$ cat src/logic/chunk_alu_pkg.sv
// shared sizes and types for the chunked ripple-carry ALU
// the word is cut into equal chunks with one register per chunk boundary
// every RTL file and the testbench refer to these by scoped names
package chunk_alu_pkg;

    //////////////////////////////////////////////////
    // sizes
    //////////////////////////////////////////////////

    // operand and result width
    localparam int word_w = 16;
    // width of one ripple chunk
    localparam int chunk_w = 4;
    // number of chunks in a word
    localparam int chunk_count = word_w / chunk_w;
    // edges from held inputs to a correct result
    localparam int settle_cycles = chunk_count;

    //////////////////////////////////////////////////
    // types
    //////////////////////////////////////////////////

    typedef logic [word_w-1:0] word_t;

    // a and b feed the adder, a and c feed the compare
    typedef struct packed {
        word_t a;
        word_t b;
        word_t c;
    } alu_operands_t;

    // opcode held as a level next to the operands
    typedef enum logic [2:0] {
        op_add,
        op_sub,
        op_and_reduce,
        op_or_reduce,
        op_xor_reduce,
        op_eq,
        op_neq
    } alu_op_e;

    // both arithmetic results settle side by side
    typedef struct packed {
        word_t sum;
        word_t diff;
    } arith_result_t;

    // word level flags from the reduction unit
    typedef struct packed {
        logic all_ones;
        logic any_one;
        logic parity;
        logic equal;
        logic not_equal;
    } reduce_flags_t;

    // data for add and sub, flag for the reduce opcodes
    typedef struct packed {
        word_t data;
        logic  flag;
    } alu_result_t;

endpackage
$ cat src/logic/chunk_alu_top.sv
// top level of the chunked ripple-carry ALU
// hold operands and op steady for settle_cycles edges
// then result carries the answer for as long as they stay held
`timescale 1ns/1ps

module chunk_alu_top (
    input  logic                          clk,
    input  logic                          rst,
    input  chunk_alu_pkg::alu_operands_t  operands,
    input  chunk_alu_pkg::alu_op_e        op,
    output chunk_alu_pkg::alu_result_t    result
);

    // sum and difference from the carry chain
    chunk_alu_pkg::arith_result_t arith;
    // reduce and compare flags
    chunk_alu_pkg::reduce_flags_t flags;

    //////////////////////////////////////////////////
    // parallel units on the same operands
    //////////////////////////////////////////////////

    // slowest path, settles after chunk_count - 1 edges
    carry_chain_unit u_carry_chain (
        .clk      (clk),
        .rst      (rst),
        .operands (operands),
        .arith    (arith)
    );

    // settles after one edge
    chunk_reduce_unit u_chunk_reduce (
        .clk      (clk),
        .rst      (rst),
        .operands (operands),
        .flags    (flags)
    );

    //////////////////////////////////////////////////
    // result select
    //////////////////////////////////////////////////

    // adds one more edge on top of the slowest unit
    alu_result_merge u_result_merge (
        .clk    (clk),
        .rst    (rst),
        .op     (op),
        .arith  (arith),
        .flags  (flags),
        .result (result)
    );

endmodule

$ cat src/logic/alu_result_merge.sv
// picks the result for the held opcode and registers it
// add and sub give data with a zero flag
// the reduce opcodes give a flag with zero data
`timescale 1ns/1ps

module alu_result_merge (
    input  logic                          clk,
    input  logic                          rst,
    input  chunk_alu_pkg::alu_op_e        op,
    input  chunk_alu_pkg::arith_result_t  arith,
    input  chunk_alu_pkg::reduce_flags_t  flags,
    output chunk_alu_pkg::alu_result_t    result
);

    // selected result ahead of the register
    chunk_alu_pkg::alu_result_t result_d;

    //////////////////////////////////////////////////
    // opcode select
    //////////////////////////////////////////////////

    always_comb begin
        // zero unless the opcode fills a field
        result_d = '0;
        case (op)
            chunk_alu_pkg::op_add: begin
                result_d.data = arith.sum;
            end
            chunk_alu_pkg::op_sub: begin
                result_d.data = arith.diff;
            end
            chunk_alu_pkg::op_and_reduce: begin
                result_d.flag = flags.all_ones;
            end
            chunk_alu_pkg::op_or_reduce: begin
                result_d.flag = flags.any_one;
            end
            chunk_alu_pkg::op_xor_reduce: begin
                result_d.flag = flags.parity;
            end
            chunk_alu_pkg::op_eq: begin
                result_d.flag = flags.equal;
            end
            chunk_alu_pkg::op_neq: begin
                result_d.flag = flags.not_equal;
            end
            // unused encoding keeps the zero result
            default: begin
                result_d = '0;
            end
        endcase
    end

    // one edge behind the selected unit
    always_ff @(posedge clk) begin
        if (rst) begin
            result <= '0;
        end else begin
            result <= result_d;
        end
    end

endmodule

$ cat src/logic/chunk_reduce_unit.sv
// AND, OR and XOR reductions of operand a and the a against c compare
// each chunk registers its own flags and the word flags combine them
// word flags are correct one edge after the operands change
`timescale 1ns/1ps

module chunk_reduce_unit (
    input  logic                          clk,
    input  logic                          rst,
    input  chunk_alu_pkg::alu_operands_t  operands,
    output chunk_alu_pkg::reduce_flags_t  flags
);

    localparam int chunk_w = chunk_alu_pkg::chunk_w;
    localparam int chunk_count = chunk_alu_pkg::chunk_count;

    // per chunk flags from the held operands
    logic [chunk_count-1:0] and_d;
    logic [chunk_count-1:0] or_d;
    logic [chunk_count-1:0] xor_d;
    logic [chunk_count-1:0] eq_d;

    // registered per chunk flags
    logic [chunk_count-1:0] and_q;
    logic [chunk_count-1:0] or_q;
    logic [chunk_count-1:0] xor_q;
    logic [chunk_count-1:0] eq_q;

    // word level equality, shared by equal and not_equal
    logic word_eq;

    //////////////////////////////////////////////////
    // chunk level reduction
    //////////////////////////////////////////////////

    for (genvar k = 0; k < chunk_count; k++) begin : g_chunk
        assign and_d[k] = &operands.a[k*chunk_w +: chunk_w];
        assign or_d[k]  = |operands.a[k*chunk_w +: chunk_w];
        assign xor_d[k] = ^operands.a[k*chunk_w +: chunk_w];
        // compare only this chunk of a and c
        assign eq_d[k]  = operands.a[k*chunk_w +: chunk_w]
                       == operands.c[k*chunk_w +: chunk_w];
    end

    always_ff @(posedge clk) begin
        if (rst) begin
            and_q <= '0;
            or_q  <= '0;
            xor_q <= '0;
            eq_q  <= '0;
        end else begin
            and_q <= and_d;
            or_q  <= or_d;
            xor_q <= xor_d;
            eq_q  <= eq_d;
        end
    end

    //////////////////////////////////////////////////
    // word level flags
    //////////////////////////////////////////////////

    // one combinational step over the chunk registers
    assign word_eq = &eq_q;

    assign flags.all_ones  = &and_q;
    assign flags.any_one   = |or_q;
    assign flags.parity    = ^xor_q;
    assign flags.equal     = word_eq;
    // not equal is simply the inverted equal
    assign flags.not_equal = ~word_eq;

endmodule

$ cat src/logic/carry_chain_unit.sv
// chunked add and subtract of operands a and b
// a carry and a borrow register sit on every chunk boundary
// so the long carry path is broken into chunk sized steps
// operands must be held until the sum and difference settle
`timescale 1ns/1ps

module carry_chain_unit (
    input  logic                          clk,
    input  logic                          rst,
    input  chunk_alu_pkg::alu_operands_t  operands,
    output chunk_alu_pkg::arith_result_t  arith
);

    localparam int chunk_w = chunk_alu_pkg::chunk_w;
    localparam int chunk_count = chunk_alu_pkg::chunk_count;

    // combinational results, one slice per chunk
    chunk_alu_pkg::word_t sum_w;
    chunk_alu_pkg::word_t diff_w;

    // chunk carry and borrow outs before the boundary register
    logic [chunk_count-2:0] carry_d;
    logic [chunk_count-2:0] borrow_d;

    // boundary registers, bit k feeds chunk k+1
    logic [chunk_count-2:0] carry_q;
    logic [chunk_count-2:0] borrow_q;

    // carry and borrow into each chunk
    logic [chunk_count-1:0] carry_in;
    logic [chunk_count-1:0] borrow_in;

    // lowest chunk has nothing coming in
    assign carry_in  = {carry_q, 1'b0};
    assign borrow_in = {borrow_q, 1'b0};

    //////////////////////////////////////////////////
    // per chunk arithmetic
    //////////////////////////////////////////////////

    for (genvar k = 0; k < chunk_count; k++) begin : g_chunk
        if (k < chunk_count - 1) begin : g_low
            // one extra bit catches the carry or borrow out
            logic [chunk_w:0] sum_ext;
            logic [chunk_w:0] diff_ext;

            assign sum_ext = {1'b0, operands.a[k*chunk_w +: chunk_w]}
                           + {1'b0, operands.b[k*chunk_w +: chunk_w]}
                           + {{chunk_w{1'b0}}, carry_in[k]};

            // msb goes high when the chunk result is negative
            assign diff_ext = {1'b0, operands.a[k*chunk_w +: chunk_w]}
                            - {1'b0, operands.b[k*chunk_w +: chunk_w]}
                            - {{chunk_w{1'b0}}, borrow_in[k]};

            assign sum_w[k*chunk_w +: chunk_w]  = sum_ext[chunk_w-1:0];
            assign diff_w[k*chunk_w +: chunk_w] = diff_ext[chunk_w-1:0];
            assign carry_d[k]  = sum_ext[chunk_w];
            assign borrow_d[k] = diff_ext[chunk_w];
        end else begin : g_top
            // top chunk wraps modulo 2**word_w
            assign sum_w[k*chunk_w +: chunk_w] = operands.a[k*chunk_w +: chunk_w]
                                               + operands.b[k*chunk_w +: chunk_w]
                                               + {{(chunk_w-1){1'b0}}, carry_in[k]};
            assign diff_w[k*chunk_w +: chunk_w] = operands.a[k*chunk_w +: chunk_w]
                                                - operands.b[k*chunk_w +: chunk_w]
                                                - {{(chunk_w-1){1'b0}}, borrow_in[k]};
        end
    end

    //////////////////////////////////////////////////
    // boundary registers
    //////////////////////////////////////////////////

    // load every clock
    // chunk k is right after k edges of held operands
    always_ff @(posedge clk) begin
        if (rst) begin
            carry_q  <= '0;
            borrow_q <= '0;
        end else begin
            carry_q  <= carry_d;
            borrow_q <= borrow_d;
        end
    end

    assign arith.sum  = sum_w;
    assign arith.diff = diff_w;

endmodule

$ cat config.mk
export PLATFORM = sky130hd
export DESIGN_NAME = chunk_alu_top
export DESIGN_NICKNAME = d
export VERILOG_FILES = /design/src/logic/chunk_alu_pkg.sv /design/src/logic/chunk_alu_top.sv /design/src/logic/alu_result_merge.sv /design/src/logic/chunk_reduce_unit.sv /design/src/logic/carry_chain_unit.sv
export SDC_FILE = /design/constraint.sdc
export NUM_CORES = 1
export LEC_CHECK = 0
export BUFFER_PORTS_ARGS = -buffer_cell sky130_fd_sc_hd__buf_2
export CAP_MARGIN = 30
export CORE_MARGIN = 2
export CORE_UTILIZATION = 34
export DETAILED_ROUTE_END_ITERATION = 12
export GPL_TIMING_DRIVEN = 0
export SYNTH_ARGS = -nofsm -noshare
export SYNTH_HDL_FRONTEND = slang
export SYNTH_HIERARCHICAL = 1
export SYNTH_SLANG_ARGS = --single-unit
$ cat constraint.sdc
create_clock -name clk -period 4.94 [get_ports clk]
set_input_delay 0.494 -clock clk [delete_from_list [all_inputs] [get_ports clk]]
set_output_delay 0.494 -clock clk [all_outputs]
set_load 0.01 [all_outputs]
Word-level counts from Yosys, hierarchy flattened
Cells that the tools add are included.
{ "classes": {"add_sub_neg": 14, "multipliers": 0, "n_div": 0, "n_lt_le_gt_ge": 0, "n_eq_ne": 10, "shifts": 0, "muxes": 2, "bitwise_logic": 1, "reduce_logical": 17} }
{ "ops": {"columns": ["op", "n"], "rows": [
  ["$pmux W16 S2", 1],
  ["$reduce_and A4 Y1", 6],
  ["$reduce_or A4 Y1", 5],
  ["$reduce_xor A4 Y1", 5],
  ["$eq A4 B4 Y1", 4],
  ["$add A4 B4 Y5", 3],
  ["$sub A4 B4 Y5", 3],
  ["$add A5 B1 Y5", 2],
  ["$sub A5 B1 Y5", 2],
  ["$eq A3 B3 Y1 const B", 3],
  ["$eq A3 B2 Y1 const B", 2],
  ["$pmux W1 S5", 1],
  ["$add A4 B1 Y4", 1],
  ["$add A4 B4 Y4", 1],
  ["$sub A4 B1 Y4", 1],
  ["$sub A4 B4 Y4", 1],
  ["$eq A3 B1 Y1 const B", 1],
  ["$logic_not A3 Y1", 1],
  ["$not A1 Y1", 1]
]} }
{ "totals": {"ff_bits": 39, "latch_bits": 0, "mem_bits_rw": 0, "mem_bits_ro": 0, "inputBits": 53, "output_inout_bits": 17, "wordCells": 52, "n_memories": 0} }

Logic depth before layout (Yosys ltp)
Gate-level depths: netlist of the first run.
{ "depth": {"ltp_word": 3, "depth_mapped": 10, "ltp_nobuf": 9} }

By module
Netlist of the first run, hierarchy kept.
{ "by_module_without_submodules": {"columns": ["mod", "instances", "cells_per_inst", "area_each_um2", "seq_area_each_um2"], "rows": [
  ["carry_chain_unit", 1, 177, 1517.7, 120.1],
  ["chunk_reduce_unit", 1, 102, 930.9, 320.3],
  ["alu_result_merge", 1, 63, 661.9, 340.3]
]} }

Worst setup path before layout of the first run
Ideal clock, no wire load.
{ "synth_path": {"path_type": "input to register", "from": "input port operands[24] (netlist name)", "to": "register, netlist name u_result_merge/result[12]", "setup_time_ns": 0.114, "arrival_ns": 1.929, "required_time_ns": 4.826, "setup_slack_ns": 2.897, "cell_stages": 10, "n_path_buf": 1, "cell_sequence": "inv_1 -> fa_1 -> inv_1 -> ha_1 -> o21ai_0 -> nand3b_1 -> xor2_1 -> buf_4 -> mux2i_1 -> nor2_1"} }
{ "synth_between": {"elab_chain_len": 3, "elab_cells_between_ends": 5, "classes_between": "add/sub (4); mux (1)"} }
{ "synth_lines": {"columns": ["item", "line_no", "rtl"], "rows": [
  ["start: declaration", "chunk_alu_top.sv:9", "input chunk_alu_pkg::alu_operands_t operands,"],
  ["$sub A4 B4 Y5", "carry_chain_unit.sv:53", "- {1'b0, operands.b[k*chunk_w +: chunk_w]}"],
  ["$sub A5 B1 Y5", "carry_chain_unit.sv:54", "- {{chunk_w{1'b0}}, borrow_in[k]};"],
  ["net u_carry_chain.g_chunk[2].g_low.diff_ext[3]", "carry_chain_unit.sv:45", "logic [chunk_w:0] diff_ext;"],
  ["$pmux W16 S2", "alu_result_merge.sv:25", "case (op)"]
]} }
The timed path passes the listed nets, and every way through them passes these cells.
A chain may end at the register's enable or synchronous reset.

Worst setup path in the final report of the first run
{ "layout_path": {"from": "input port operands[20] (netlist name)", "to": "register, netlist name u_result_merge/result[8]"} }
{ "layout_between": {"elab_chain_len": 3, "elab_cells_between_ends": 5, "classes_between": "add/sub (4); mux (1)"} }
{ "layout_lines": {"columns": ["item", "line_no"], "rows": [
  ["$sub A4 B4 Y5", "carry_chain_unit.sv:53"],
  ["$sub A5 B1 Y5", "carry_chain_unit.sv:54"],
  ["net u_carry_chain.g_chunk[1].g_low.diff_ext[3]", "carry_chain_unit.sv:45"],
  ["$pmux W16 S2", "alu_result_merge.sv:25"]
]} }
The timed path passes the listed nets, and every way through them passes these cells.

==> impl_metrics.env, run 1 <==
export IMPL_outcome="completed"
export IMPL_slowest_delay_ns=0.56
export IMPL_synthTopCellsByCount="inv_1, ha_1, dfxtp_1, nor2_1, xnor2_1"
export IMPL_synth_area_sq_um=3110
export IMPL_num_io_pins=70
export IMPL_fin_skew_ns=0.00446
export IMPL_ant_nets=0
export IMPL_grt_pass1_wl_um=9610
export IMPL_ys_warnings_count=6
export IMPL_ys_flop_type="dfxtp_1"
export IMPL_synth_cells=342
export IMPL_wirelength_um=5920
export IMPL_cpMostUsedCell="inv_1"
export IMPL_initial_utilization_pct=35.3
export IMPL_cts_hold_buf=0
export IMPL_rsz0062_at_grt="false"
export IMPL_nNetsFinal=530
export IMPL_synth_fp_nets=455
export IMPL_area_growth_synth_to_final_pct=17.6
export IMPL_worst_setup_path_end_kind="register"
export IMPL_p_comb_share_pct=37.0
export IMPL_row_count=34
export IMPL_antenna_cells=0
export IMPL_avgSynthCellArea_sq_um=9.09
export IMPL_critPathMaxFanout=2
export IMPL_synth_area_leaders="dfxtp_1, ha_1, fa_1"
export IMPL_report_final_slew_viol_count=0
export IMPL_p_seq_share_pct=39.4
export IMPL_grt_overflow_total=0
export IMPL_hold_violations=0
export IMPL_relSlewSlack_pct=75.9
export IMPL_crit_chain="buf_2 > inv_1 > fa_1 > inv_1 > ha_1 > o21ai_0 > nand3b_1 > xor2_1 > buf_4 > mux2i_1 > nor2_1"
export IMPL_drt_vias_per_instance=4.23
export IMPL_antenna_found_initial=0
export IMPL_peakVddDrop_uv=96.2
export IMPL_synthDistinctLibCells=33
export IMPL_cts_resized=0
export IMPL_gr_max_usage_layer="met2"
export IMPL_switching_share_pct=30.2
export IMPL_core_area_sq_um=8810
export IMPL_dieArea_sq_um=9930
export IMPL_synth_top_cell_area_share_pct=25.1
export IMPL_worst_slack_ns=2.96
export IMPL_drtIter0Drc=50
export IMPL_cp_arrival_ns=2.17
export IMPL_routed_via_count=2215
export IMPL_post_cts_buffers=0
export IMPL_h_tree_depth=2
export IMPL_routedWlPerCell_um=11.3
export IMPL_maxCapViolCount=0
export IMPL_final_util_pct=41.5
export IMPL_cts_tree="yes"
export IMPL_fill_cells=883
export IMPL_fmaxAchievable_mhz=504
export IMPL_die_w_um=99.6
export IMPL_yosys_area_top_type="dfxtp_1"
export IMPL_power_share_clock_pct=23.5
export IMPL_grt_max_degree=11
export IMPL_register_area_sq_um=781
export IMPL_portBuffers=68
export IMPL_dpl_hpwl_um=4910
export IMPL_die_y_um=99.6
export IMPL_gp_congestion=0.815
export IMPL_grtUsageTotal_pct=12.4
export IMPL_p_switching_uw=260
export IMPL_period_share_pct=40.2
export IMPL_finalPower_uw=861
export IMPL_drc=0
export IMPL_hp_class="input port to register"
export IMPL_cts_buffers_inserted=5
export IMPL_cts_clk_slew_worst_paths_ns=0.07
export IMPL_met2_usage_pct=21.6
export IMPL_tns_ns=0
export IMPL_grt_use_met3_pct=3.23
export IMPL_globalRouteMet1Util_pct=15.1
export IMPL_ys_async_sr_fraction_pct=0
export IMPL_grt_pass1_vias=2101
export IMPL_synth_edf_count=0
export IMPL_ys_seq_area_share_pct=25.1
export IMPL_p_leak_uw=0.00195
export IMPL_yosys_cell_count_top_type="inv_1"
export IMPL_p_int_uw=601
export IMPL_fin_crit_ns=1.98
export IMPL_clock_latency_ns=0.29
export IMPL_setup_viol=0
export IMPL_clkSinkCount=39
export IMPL_clk_path_buf_depth=2
export IMPL_tightestPinTransition_ns=0.362
export IMPL_critPathKind="input port to register"
export IMPL_first_pass_iters=4
export IMPL_rrSetupSlack_ns=3.03
export IMPL_startpoint_type="input port"
export IMPL_worst_path_max_delay_cell="fa_1"
export IMPL_cts_root_buf="clkbuf_8"
export IMPL_place_ws_ns=2.63
export IMPL_multiInputGateArea_sq_um=1860
export IMPL_synth_seq_cells=39
export IMPL_critPathRequiredTime_ns=5.12
export IMPL_powerDensity_nw_per_um2=235
export IMPL_drive_above_1_share_pct=26.0
-- worst paths after layout --
kind                                           startpoint                       end  cells after the start
worst max-delay path                         operands[20]  u_result_merge/result[8]                     11
worst min-delay path                                op[1]  u_result_merge/result[0]                      2
worst max register to register  u_carry_chain/borrow_q[0]  u_result_merge/result[8]                     10
worst min register to register     u_chunk_reduce/or_q[3]  u_result_merge/result[0]                      3
-- placed cells by master, fill, tap and decap left out --
cell / instances
a2111o_1: 1
a21oi_1: 12
a21oi_2: 2
a31oi_1: 1
and4_1: 1
buf_2: 70
buf_4: 25
buf_6: 3
clkbuf_1: 2
clkbuf_2: 1
clkbuf_8: 5
dfxtp_1: 39
fa_1: 14
ha_1: 46
inv_1: 62
mux2i_1: 16
nand2_1: 6
nand2b_1: 3
nand3_1: 4
nand3b_1: 3
nand4_1: 1
nor2_1: 33
nor2_2: 2
nor2b_1: 1
nor3_1: 5
nor3b_1: 1
o21a_1: 1
o21ai_0: 4
o21bai_1: 4
o22ai_1: 1
or3_1: 1
or4_1: 1
xnor2_1: 28
xor2_1: 17
-- metrics by stage --
step	hold WS (ns)	instances	instance area, sq um
final	0.475	524	3660
after global routing	0.482	524	3660
after CTS	0.459	524	3660
after detailed placement	0.652	518	3590
after global placement	0.653	518	3590
after floorplan	0.566	342	3110
-- flip-flops by register name (all words and copies together) (netlist names) --
register,cells
u_carry_chain/carry_q,3
u_result_merge/result,17
u_chunk_reduce/xor_q,4
u_chunk_reduce/or_q,4
u_chunk_reduce/and_q,4
u_chunk_reduce/eq_q,4
u_carry_chain/borrow_q,3
-- critical path: cells and delay by family --
kind	cells	cell delay [ns]
and+or+nand+nor	2	0.16
muxes	1	0.12
adders and majority gates	2	0.72
buffers and inverters	4	0.35
AOI/OAI and AO/OA	1	0.18
xor gates and xnor gates	1	0.15
-- layout make-up --
class | instances | share of cell area, %
Tap cell | 108 | 3.69
Multi-Input combinational cell | 209 | 50.8
Buffer | 32 | 6.57
Inverter | 62 | 6.36
Timing Repair Buffer | 68 | 9.30
Sequential cell | 39 | 21.3
Clock buffer | 6 | 1.98
-- power groups by stage --
stage | Clock, uW | Sequential [uW] | Combinational, uW
after floorplan | 0 | 350 | 237
after global placement | 0 | 347 | 313
after detailed placement | 0 | 347 | 323
after CTS | 214 | 340 | 324
after global routing | 228 | 342 | 361
final | 203 | 340 | 319
-- cell families after synthesis --
group | synth area share (%)
buf+inv | 15.2
simple gates | 9.25
fa+ha+maj | 27.5
xor+xnor | 12.7
flops | 25.1
compound gates | 5.11
mux | 5.15
-- routing by layer --
layer	vias to the layer above	wire (um)
met1	986	2680
met3	6	266
met5	-	0
li1	1183	-
met2	40	2920
met4	0	60
Power figures use the tool's default switching activity.
==> inputs of run 2 (changes only) <==
- ABC_AREA: default -> 1
- clock period: 4.94 -> 1.8 ns (I/O delays scaled with it)
==> run 2 against run 1 <==
Against the previous run:
- sequential power rose to 2.7 times the previous value
- power rose to 2.8 times the previous value
- die area is 10% higher
- cell area up 12%
- routed wire length increased by 28%
- synthesized area is 10% higher
- hold slack lost 0.31 ns
- clock power rose to 2.9 times the previous value
- critical path depth shrank 1
- largest power group unchanged
==> impl_metrics.env, run 2 <==
export IMPL_outcome="completed"
export IMPL_row_count=36
export IMPL_nNetsFinal=648
export IMPL_wirelength_um=7600
export IMPL_power_share_clock_pct=24.0
export IMPL_ant_nets=0
export IMPL_synthDistinctLibCells=22
export IMPL_maxCapViolCount=0
export IMPL_switching_share_pct=33.7
export IMPL_tightestPinTransition_ns=0.469
export IMPL_synthAdderAreaFrac_pct=24.9
export IMPL_relSlewSlack_pct=68.7
export IMPL_clkSinkCount=39
export IMPL_cts_root_buf="clkbuf_8"
export IMPL_critPathRequiredTime_ns=1.96
export IMPL_antenna_cells=0
export IMPL_final_common_cell="inv_1"
export IMPL_yosys_area_top_type="dfxtp_1"
export IMPL_tns_ns=0
export IMPL_grt_max_degree=14
export IMPL_hold_start="operands[15]"
export IMPL_dieArea_sq_um=10900
export IMPL_synth_edf_count=0
export IMPL_routed_via_count=3012
export IMPL_cts_tree="yes"
export IMPL_portBuffers=68
export IMPL_synth_xor_area_share_pct=4.33
export IMPL_setup_viol=0
export IMPL_drc=0
export IMPL_cp_arrival_ns=1.93
export IMPL_synth_area_sq_um=3440
export IMPL_startpoint_type="register"
export IMPL_ys_seq_area_share_pct=22.7
export IMPL_gp_congestion=0.869
export IMPL_critPathMaxFanout=2
export IMPL_synth_top_family_by_area="adder cells"
export IMPL_grt_pass1_wl_um=12900
export IMPL_fmaxAchievable_mhz=566
export IMPL_critPathKind="register to register"
export IMPL_powerDensity_nw_per_um2=598
export IMPL_period_share_pct=98.2
export IMPL_num_io_pins=70
export IMPL_synth_compound_area_share_pct=6.63
export IMPL_place_ws_ns=-0.175
export IMPL_fin_skew_ns=0.00891
export IMPL_synth_fp_nets=576
export IMPL_cts_clk_slew_worst_paths_ns=0.08
export IMPL_die_y_um=105
export IMPL_die_w_um=105
export IMPL_worst_slack_ns=0.0317
export IMPL_layout_common_cells="inv_1, nand2_1, buf_2"
export IMPL_fin_area_sq_um=4100
export IMPL_cp_startpoint="u_carry_chain/borrow_q[1]"
export IMPL_hp_class="input port to register"
export IMPL_worst_setup_path_end_kind="register"
export IMPL_final_util_pct=41.9
export IMPL_p_seq_share_pct=38.1
export IMPL_largest_register="u_result_merge/result"
export IMPL_p_comb_share_pct=37.9
export IMPL_clk_path_buf_depth=2
export IMPL_ys_flop_type="dfxtp_1"
export IMPL_grt_pass1_vias=2907
export IMPL_area_growth_synth_to_final_pct=19.3
export IMPL_yosys_area_share_simple_pct=22.9
export IMPL_drt_vias_per_instance=4.50
export IMPL_synth_seq_cells=39
export IMPL_cts_buffers_inserted=5
export IMPL_hold_violations=0
export IMPL_peakVddDrop_uv=290
export IMPL_fin_crit_ns=1.77
export IMPL_synth_top_cell_area_share_pct=22.7
export IMPL_synth_cells=463
export IMPL_dpl_hpwl_um=6340
export IMPL_synth_area_mux_share_pct=0
export IMPL_p_leak_uw=0.00220
export IMPL_drive_above_1_share_pct=26.3
export IMPL_core_area_sq_um=9770
export IMPL_drtIter0Drc=101
export IMPL_first_pass_iters=4
export IMPL_clock_latency_ns=0.30
export IMPL_rrSetupSlack_ns=0.03
export IMPL_ys_warnings_count=6
export IMPL_placed_area_sq_um=3940
export IMPL_grt_overflow_total=0
export IMPL_r2r_start="u_carry_chain/borrow_q[1]"
export IMPL_synth_area_leaders="dfxtp_1, ha_1, inv_1"
export IMPL_finalPower_uw=2450
export IMPL_avgSynthCellArea_sq_um=7.42
export IMPL_largest_reg_flops=17
export IMPL_yosys_cell_count_top_type="inv_1"
export IMPL_p_switching_uw=827
export IMPL_routedWlPerCell_um=11.4
export IMPL_antenna_found_initial=0
export IMPL_h_tree_depth=2
export IMPL_synthTopCellsByCount="inv_1, nand2_1, ha_1, nand3_1, dfxtp_1"
export IMPL_ys_async_sr_fraction_pct=0
export IMPL_report_final_slew_viol_count=0
export IMPL_grtUsageTotal_pct=14.4
export IMPL_p_int_uw=1620
export IMPL_rsz0062_at_grt="true"
export IMPL_initial_utilization_pct=35.2
-- run 2: cell types whose count changed after synthesis, sizes merged, moves of 11 or more --
cell   delta
nand4    +18
inv      +31
nand2    +74
xor2     -11
a21oi    +22
mux2i    -16
nand3    +36
xnor2    -17
-- run 2: cell families after synthesis --
kind of cell             count (synthesis)
XOR/XNOR                                17
AND/OR/NAND/NOR                        175
AO/OA/AOI/OAI                           41
buffers and inverters                  131
flip-flops                              39
adder cells (fa/ha/maj)                 60
-- run 2: worst paths after layout --
kind,cells past startpoint,to
setup / recovery,10,u_result_merge/result[12]
hold / removal,4,u_chunk_reduce/eq_q[3]
setup reg to reg,10,u_result_merge/result[12]
hold reg to reg,6,u_result_merge/result[0]
-- run 2: critical path, stage by stage, from the launching register on --
cell and delay, ns:
dfxtp_2 0.33, inv_2 0.04, fa_2 0.58, inv_2 0.05, ha_4 0.14, o21ai_2 0.14, nand3_1 0.09, nand2_1 0.08
nand2_1 0.05, nand4_1 0.08, a21oi_1 0.06
-- run 2: power groups by stage --
stage / registers (uW) / clock network (uW) / logic, uW
after CTS: 933 / 611 / 921
after global placement: 952 / 0 / 886
after detailed placement: 953 / 0 / 907
after floorplan: 958 / 0 / 646
after global routing: 938 / 654 / 1060
final: 934 / 589 / 928
-- run 2: routing by layer --
| layer | track usage, % | up-vias | wire length (um) | part of all wire (%) |
|---|---|---|---|---|
| met2 | 24.0 | 67 | 3560 | 47 |
| met3 | 3.38 | 16 | 387 | 5.1 |
| li1 | - | 1560 | - | - |
| met1 | 18.2 | 1369 | 3470 | 46 |
| met4 | 4.73 | 0 | 187 | 2.5 |
| met5 | 0 | - | 0 | 0 |
-- run 2: final cells by class --
cell class / instances / area (sq um)
multi-input combinational: 293 / 2110
inverter: 93 / 349
clock inverter: 3 / 20.0
timing repair buffer: 68 / 340
clock buffer: 5 / 68.8
sequential: 39 / 783
tap: 133 / 166
buffer: 35 / 263
fill: 1037 / 5670
-- run 2: stage by stage --
| stage | hold slack [ns] | cells |
|---|---|---|
| after floorplan | 0.249 | 463 |
| after global placement | 0.470 | 664 |
| after detailed placement | 0.477 | 664 |
| after CTS | 0.154 | 672 |
| after global routing | 0.163 | 669 |
| final | 0.165 | 669 |
-- run 2: timing repair --
| action | 4_1_cts | 5_1_grt |
|---|---|---|
| pin swaps | 2 | 14 |
| setup endpoints to repair | 3 | 9 |
| resized for setup | 4 | 23 |
| cloned | 0 | 0 |
| hold buffers | 0 | 0 |
| buffers inserted | 0 | 0 |
==> inputs of run 3 (changes only) <==
- CORE_UTILIZATION: 34 -> 30
- SKIP_CTS_REPAIR_TIMING: default -> 1
==> run 3 against run 2 <==
Against the previous run:
- the flow now finishes with violations (negative setup slack)
- clock skew down 0.0049 ns
- combinational power shrank 2.7%
- first-iteration DRC count grew 36%
- global-route usage shrank 1.2 points
- sequential cell count did not move
- clock power rose by 73%
- utilization decreased by 5.2 points
- routed wire length is 5.0% higher
- die area rose by 13%
- cell area increased by 1.1%
- largest cell class unchanged
==> impl_metrics.env, run 3 (same netlist as run 2, synthesis figures left out) <==
export IMPL_outcome="complete, but fails checks"
export IMPL_violations="negative setup slack"
export IMPL_portBuffers=68
export IMPL_final_common_cell="inv_1"
export IMPL_dp_cells=674
export IMPL_gp_congestion=0.885
export IMPL_core_area_sq_um=11300
export IMPL_critPathRequiredTime_ns=2.01
export IMPL_hold_violations=0
export IMPL_clkSinkCount=39
export IMPL_largest_register="u_result_merge/result"
export IMPL_grtUsageTotal_pct=13.2
export IMPL_period_share_pct=100
export IMPL_relSlewSlack_pct=68.0
export IMPL_critPathKind="register to register"
export IMPL_initial_utilization_pct=30.5
export IMPL_drt_vias_per_instance=4.41
export IMPL_cts_root_buf="clkbuf_16"
export IMPL_setup_viol=1
export IMPL_h_tree_depth=2
export IMPL_fin_crit_ns=1.80
export IMPL_die_w_um=111
export IMPL_clk_path_buf_depth=2
export IMPL_dieArea_sq_um=12300
export IMPL_report_final_slew_viol_count=0
export IMPL_fin_area_sq_um=4140
export IMPL_worst_setup_path_end_kind="register"
export IMPL_rsz0062_at_grt="true"
export IMPL_drive_above_1_share_pct=25.0
export IMPL_powerDensity_nw_per_um2=691
export IMPL_critPathTopFamily="adder cells"
export IMPL_dpl_hpwl_um=6680
export IMPL_startpoint_type="register"
export IMPL_grt_overflow_total=0
export IMPL_layout_common_cells="inv_1, nand2_1, buf_2"
export IMPL_fmaxAchievable_mhz=555
export IMPL_cts_tree="yes"
export IMPL_grt_pass1_vias=3047
export IMPL_clock_latency_ns=0.28
export IMPL_drc=0
export IMPL_peakVddDrop_uv=331
export IMPL_area_growth_synth_to_final_pct=20.6
export IMPL_worst_path_max_delay_cell="fa_2"
export IMPL_r2r_start="u_carry_chain/borrow_q[0]"
export IMPL_wirelength_um=7990
export IMPL_ant_nets=0
export IMPL_nNetsFinal=647
export IMPL_cpMostUsedCell="fa_2"
export IMPL_drtIter0Drc=137
export IMPL_num_io_pins=70
export IMPL_critPathMaxFanout=2
export IMPL_cts_clk_slew_worst_paths_ns=0.06
export IMPL_slowest_delay_ns=0.57
export IMPL_final_util_pct=36.8
export IMPL_hold_start="operands[7]"
export IMPL_routed_via_count=2987
export IMPL_largest_reg_flops=17
export IMPL_die_y_um=111
export IMPL_antenna_cells=0
export IMPL_grt_pass1_wl_um=13400
export IMPL_row_count=39
export IMPL_antenna_found_initial=0
export IMPL_fill_cells=1184
export IMPL_crit_chain="inv_2 > fa_2 > fa_2 > buf_4 > nand4_1 > a21oi_2"
export IMPL_cp_arrival_ns=2.01
export IMPL_worst_slack_ns=-0.00315
export IMPL_cp_startpoint="u_carry_chain/borrow_q[0]"
export IMPL_tightestPinTransition_ns=0.480
export IMPL_maxCapViolCount=0
export IMPL_hp_class="input port to register"
export IMPL_fin_skew_ns=0.00403
export IMPL_first_pass_iters=5
export IMPL_grt_max_degree=13
export IMPL_p_leak_uw=0.00224
export IMPL_routedWlPerCell_um=11.8
export IMPL_crit_buf_inv=2
export IMPL_fin_cells=678
export IMPL_placed_area_sq_um=3960
export IMPL_cts_buffers_inserted=5
[run 3: power by group]
group	internal (uW)	total (uW)	switching, uW
logic	423	903	480
registers	918	936	18.2
clock network	688	1020	335
total	2030	2860	834
[run 3: worst min-delay path: stages]
cell and delay (ns):
buf_2 0.08, xnor2_1 0.05, nand3_1 0.06, nor2_1 0.04
[run 3: metal layers]
| metal | global-route usage (%) | routed length [um] | share of wire, % |
|---|---|---|---|
| met1 | 16.0 | 3630 | 45 |
| met2 | 23.3 | 3870 | 48 |
| met3 | 3.83 | 415 | 5.2 |
| met4 | 2.72 | 69 | 0.86 |
| met5 | 0 | 0 | 0 |
[run 3: metrics by stage]
stage	setup TNS, ns	setup WS (ns)	hold slack (ns)	total power [uW]
after CTS	-0.382	-0.168	0.166	2890
after detailed placement	-0.528	-0.239	0.470	1870
after global routing	-0.255	-0.123	0.190	3060
after global placement	-0.325	-0.145	0.471	1840
after floorplan	0	0.0500	0.249	1600
final	-0.00315	-0.00315	0.168	2860
[run 3: final cells by class]
type | instances | area (sq um) | share of cell area (%)
multi-input combinational | 293 | 2060 | 49.8
buffer | 34 | 255 | 6.16
timing repair buffer | 68 | 340 | 8.21
clock buffer | 6 | 139 | 3.35
tap | 143 | 179 | 4.32
clock inverter | 2 | 35.0 | 0.845
sequential | 39 | 783 | 18.9
inverter | 93 | 349 | 8.42
[run 3: worst paths after layout]
kind,endpoint,slack [ns],depth (start not counted)
max,u_result_merge/result[6],-0.003,6
min,u_chunk_reduce/eq_q[1],0.17,4
max reg2reg,u_result_merge/result[6],-0.003,6
min reg2reg,u_result_merge/result[0],0.67,6
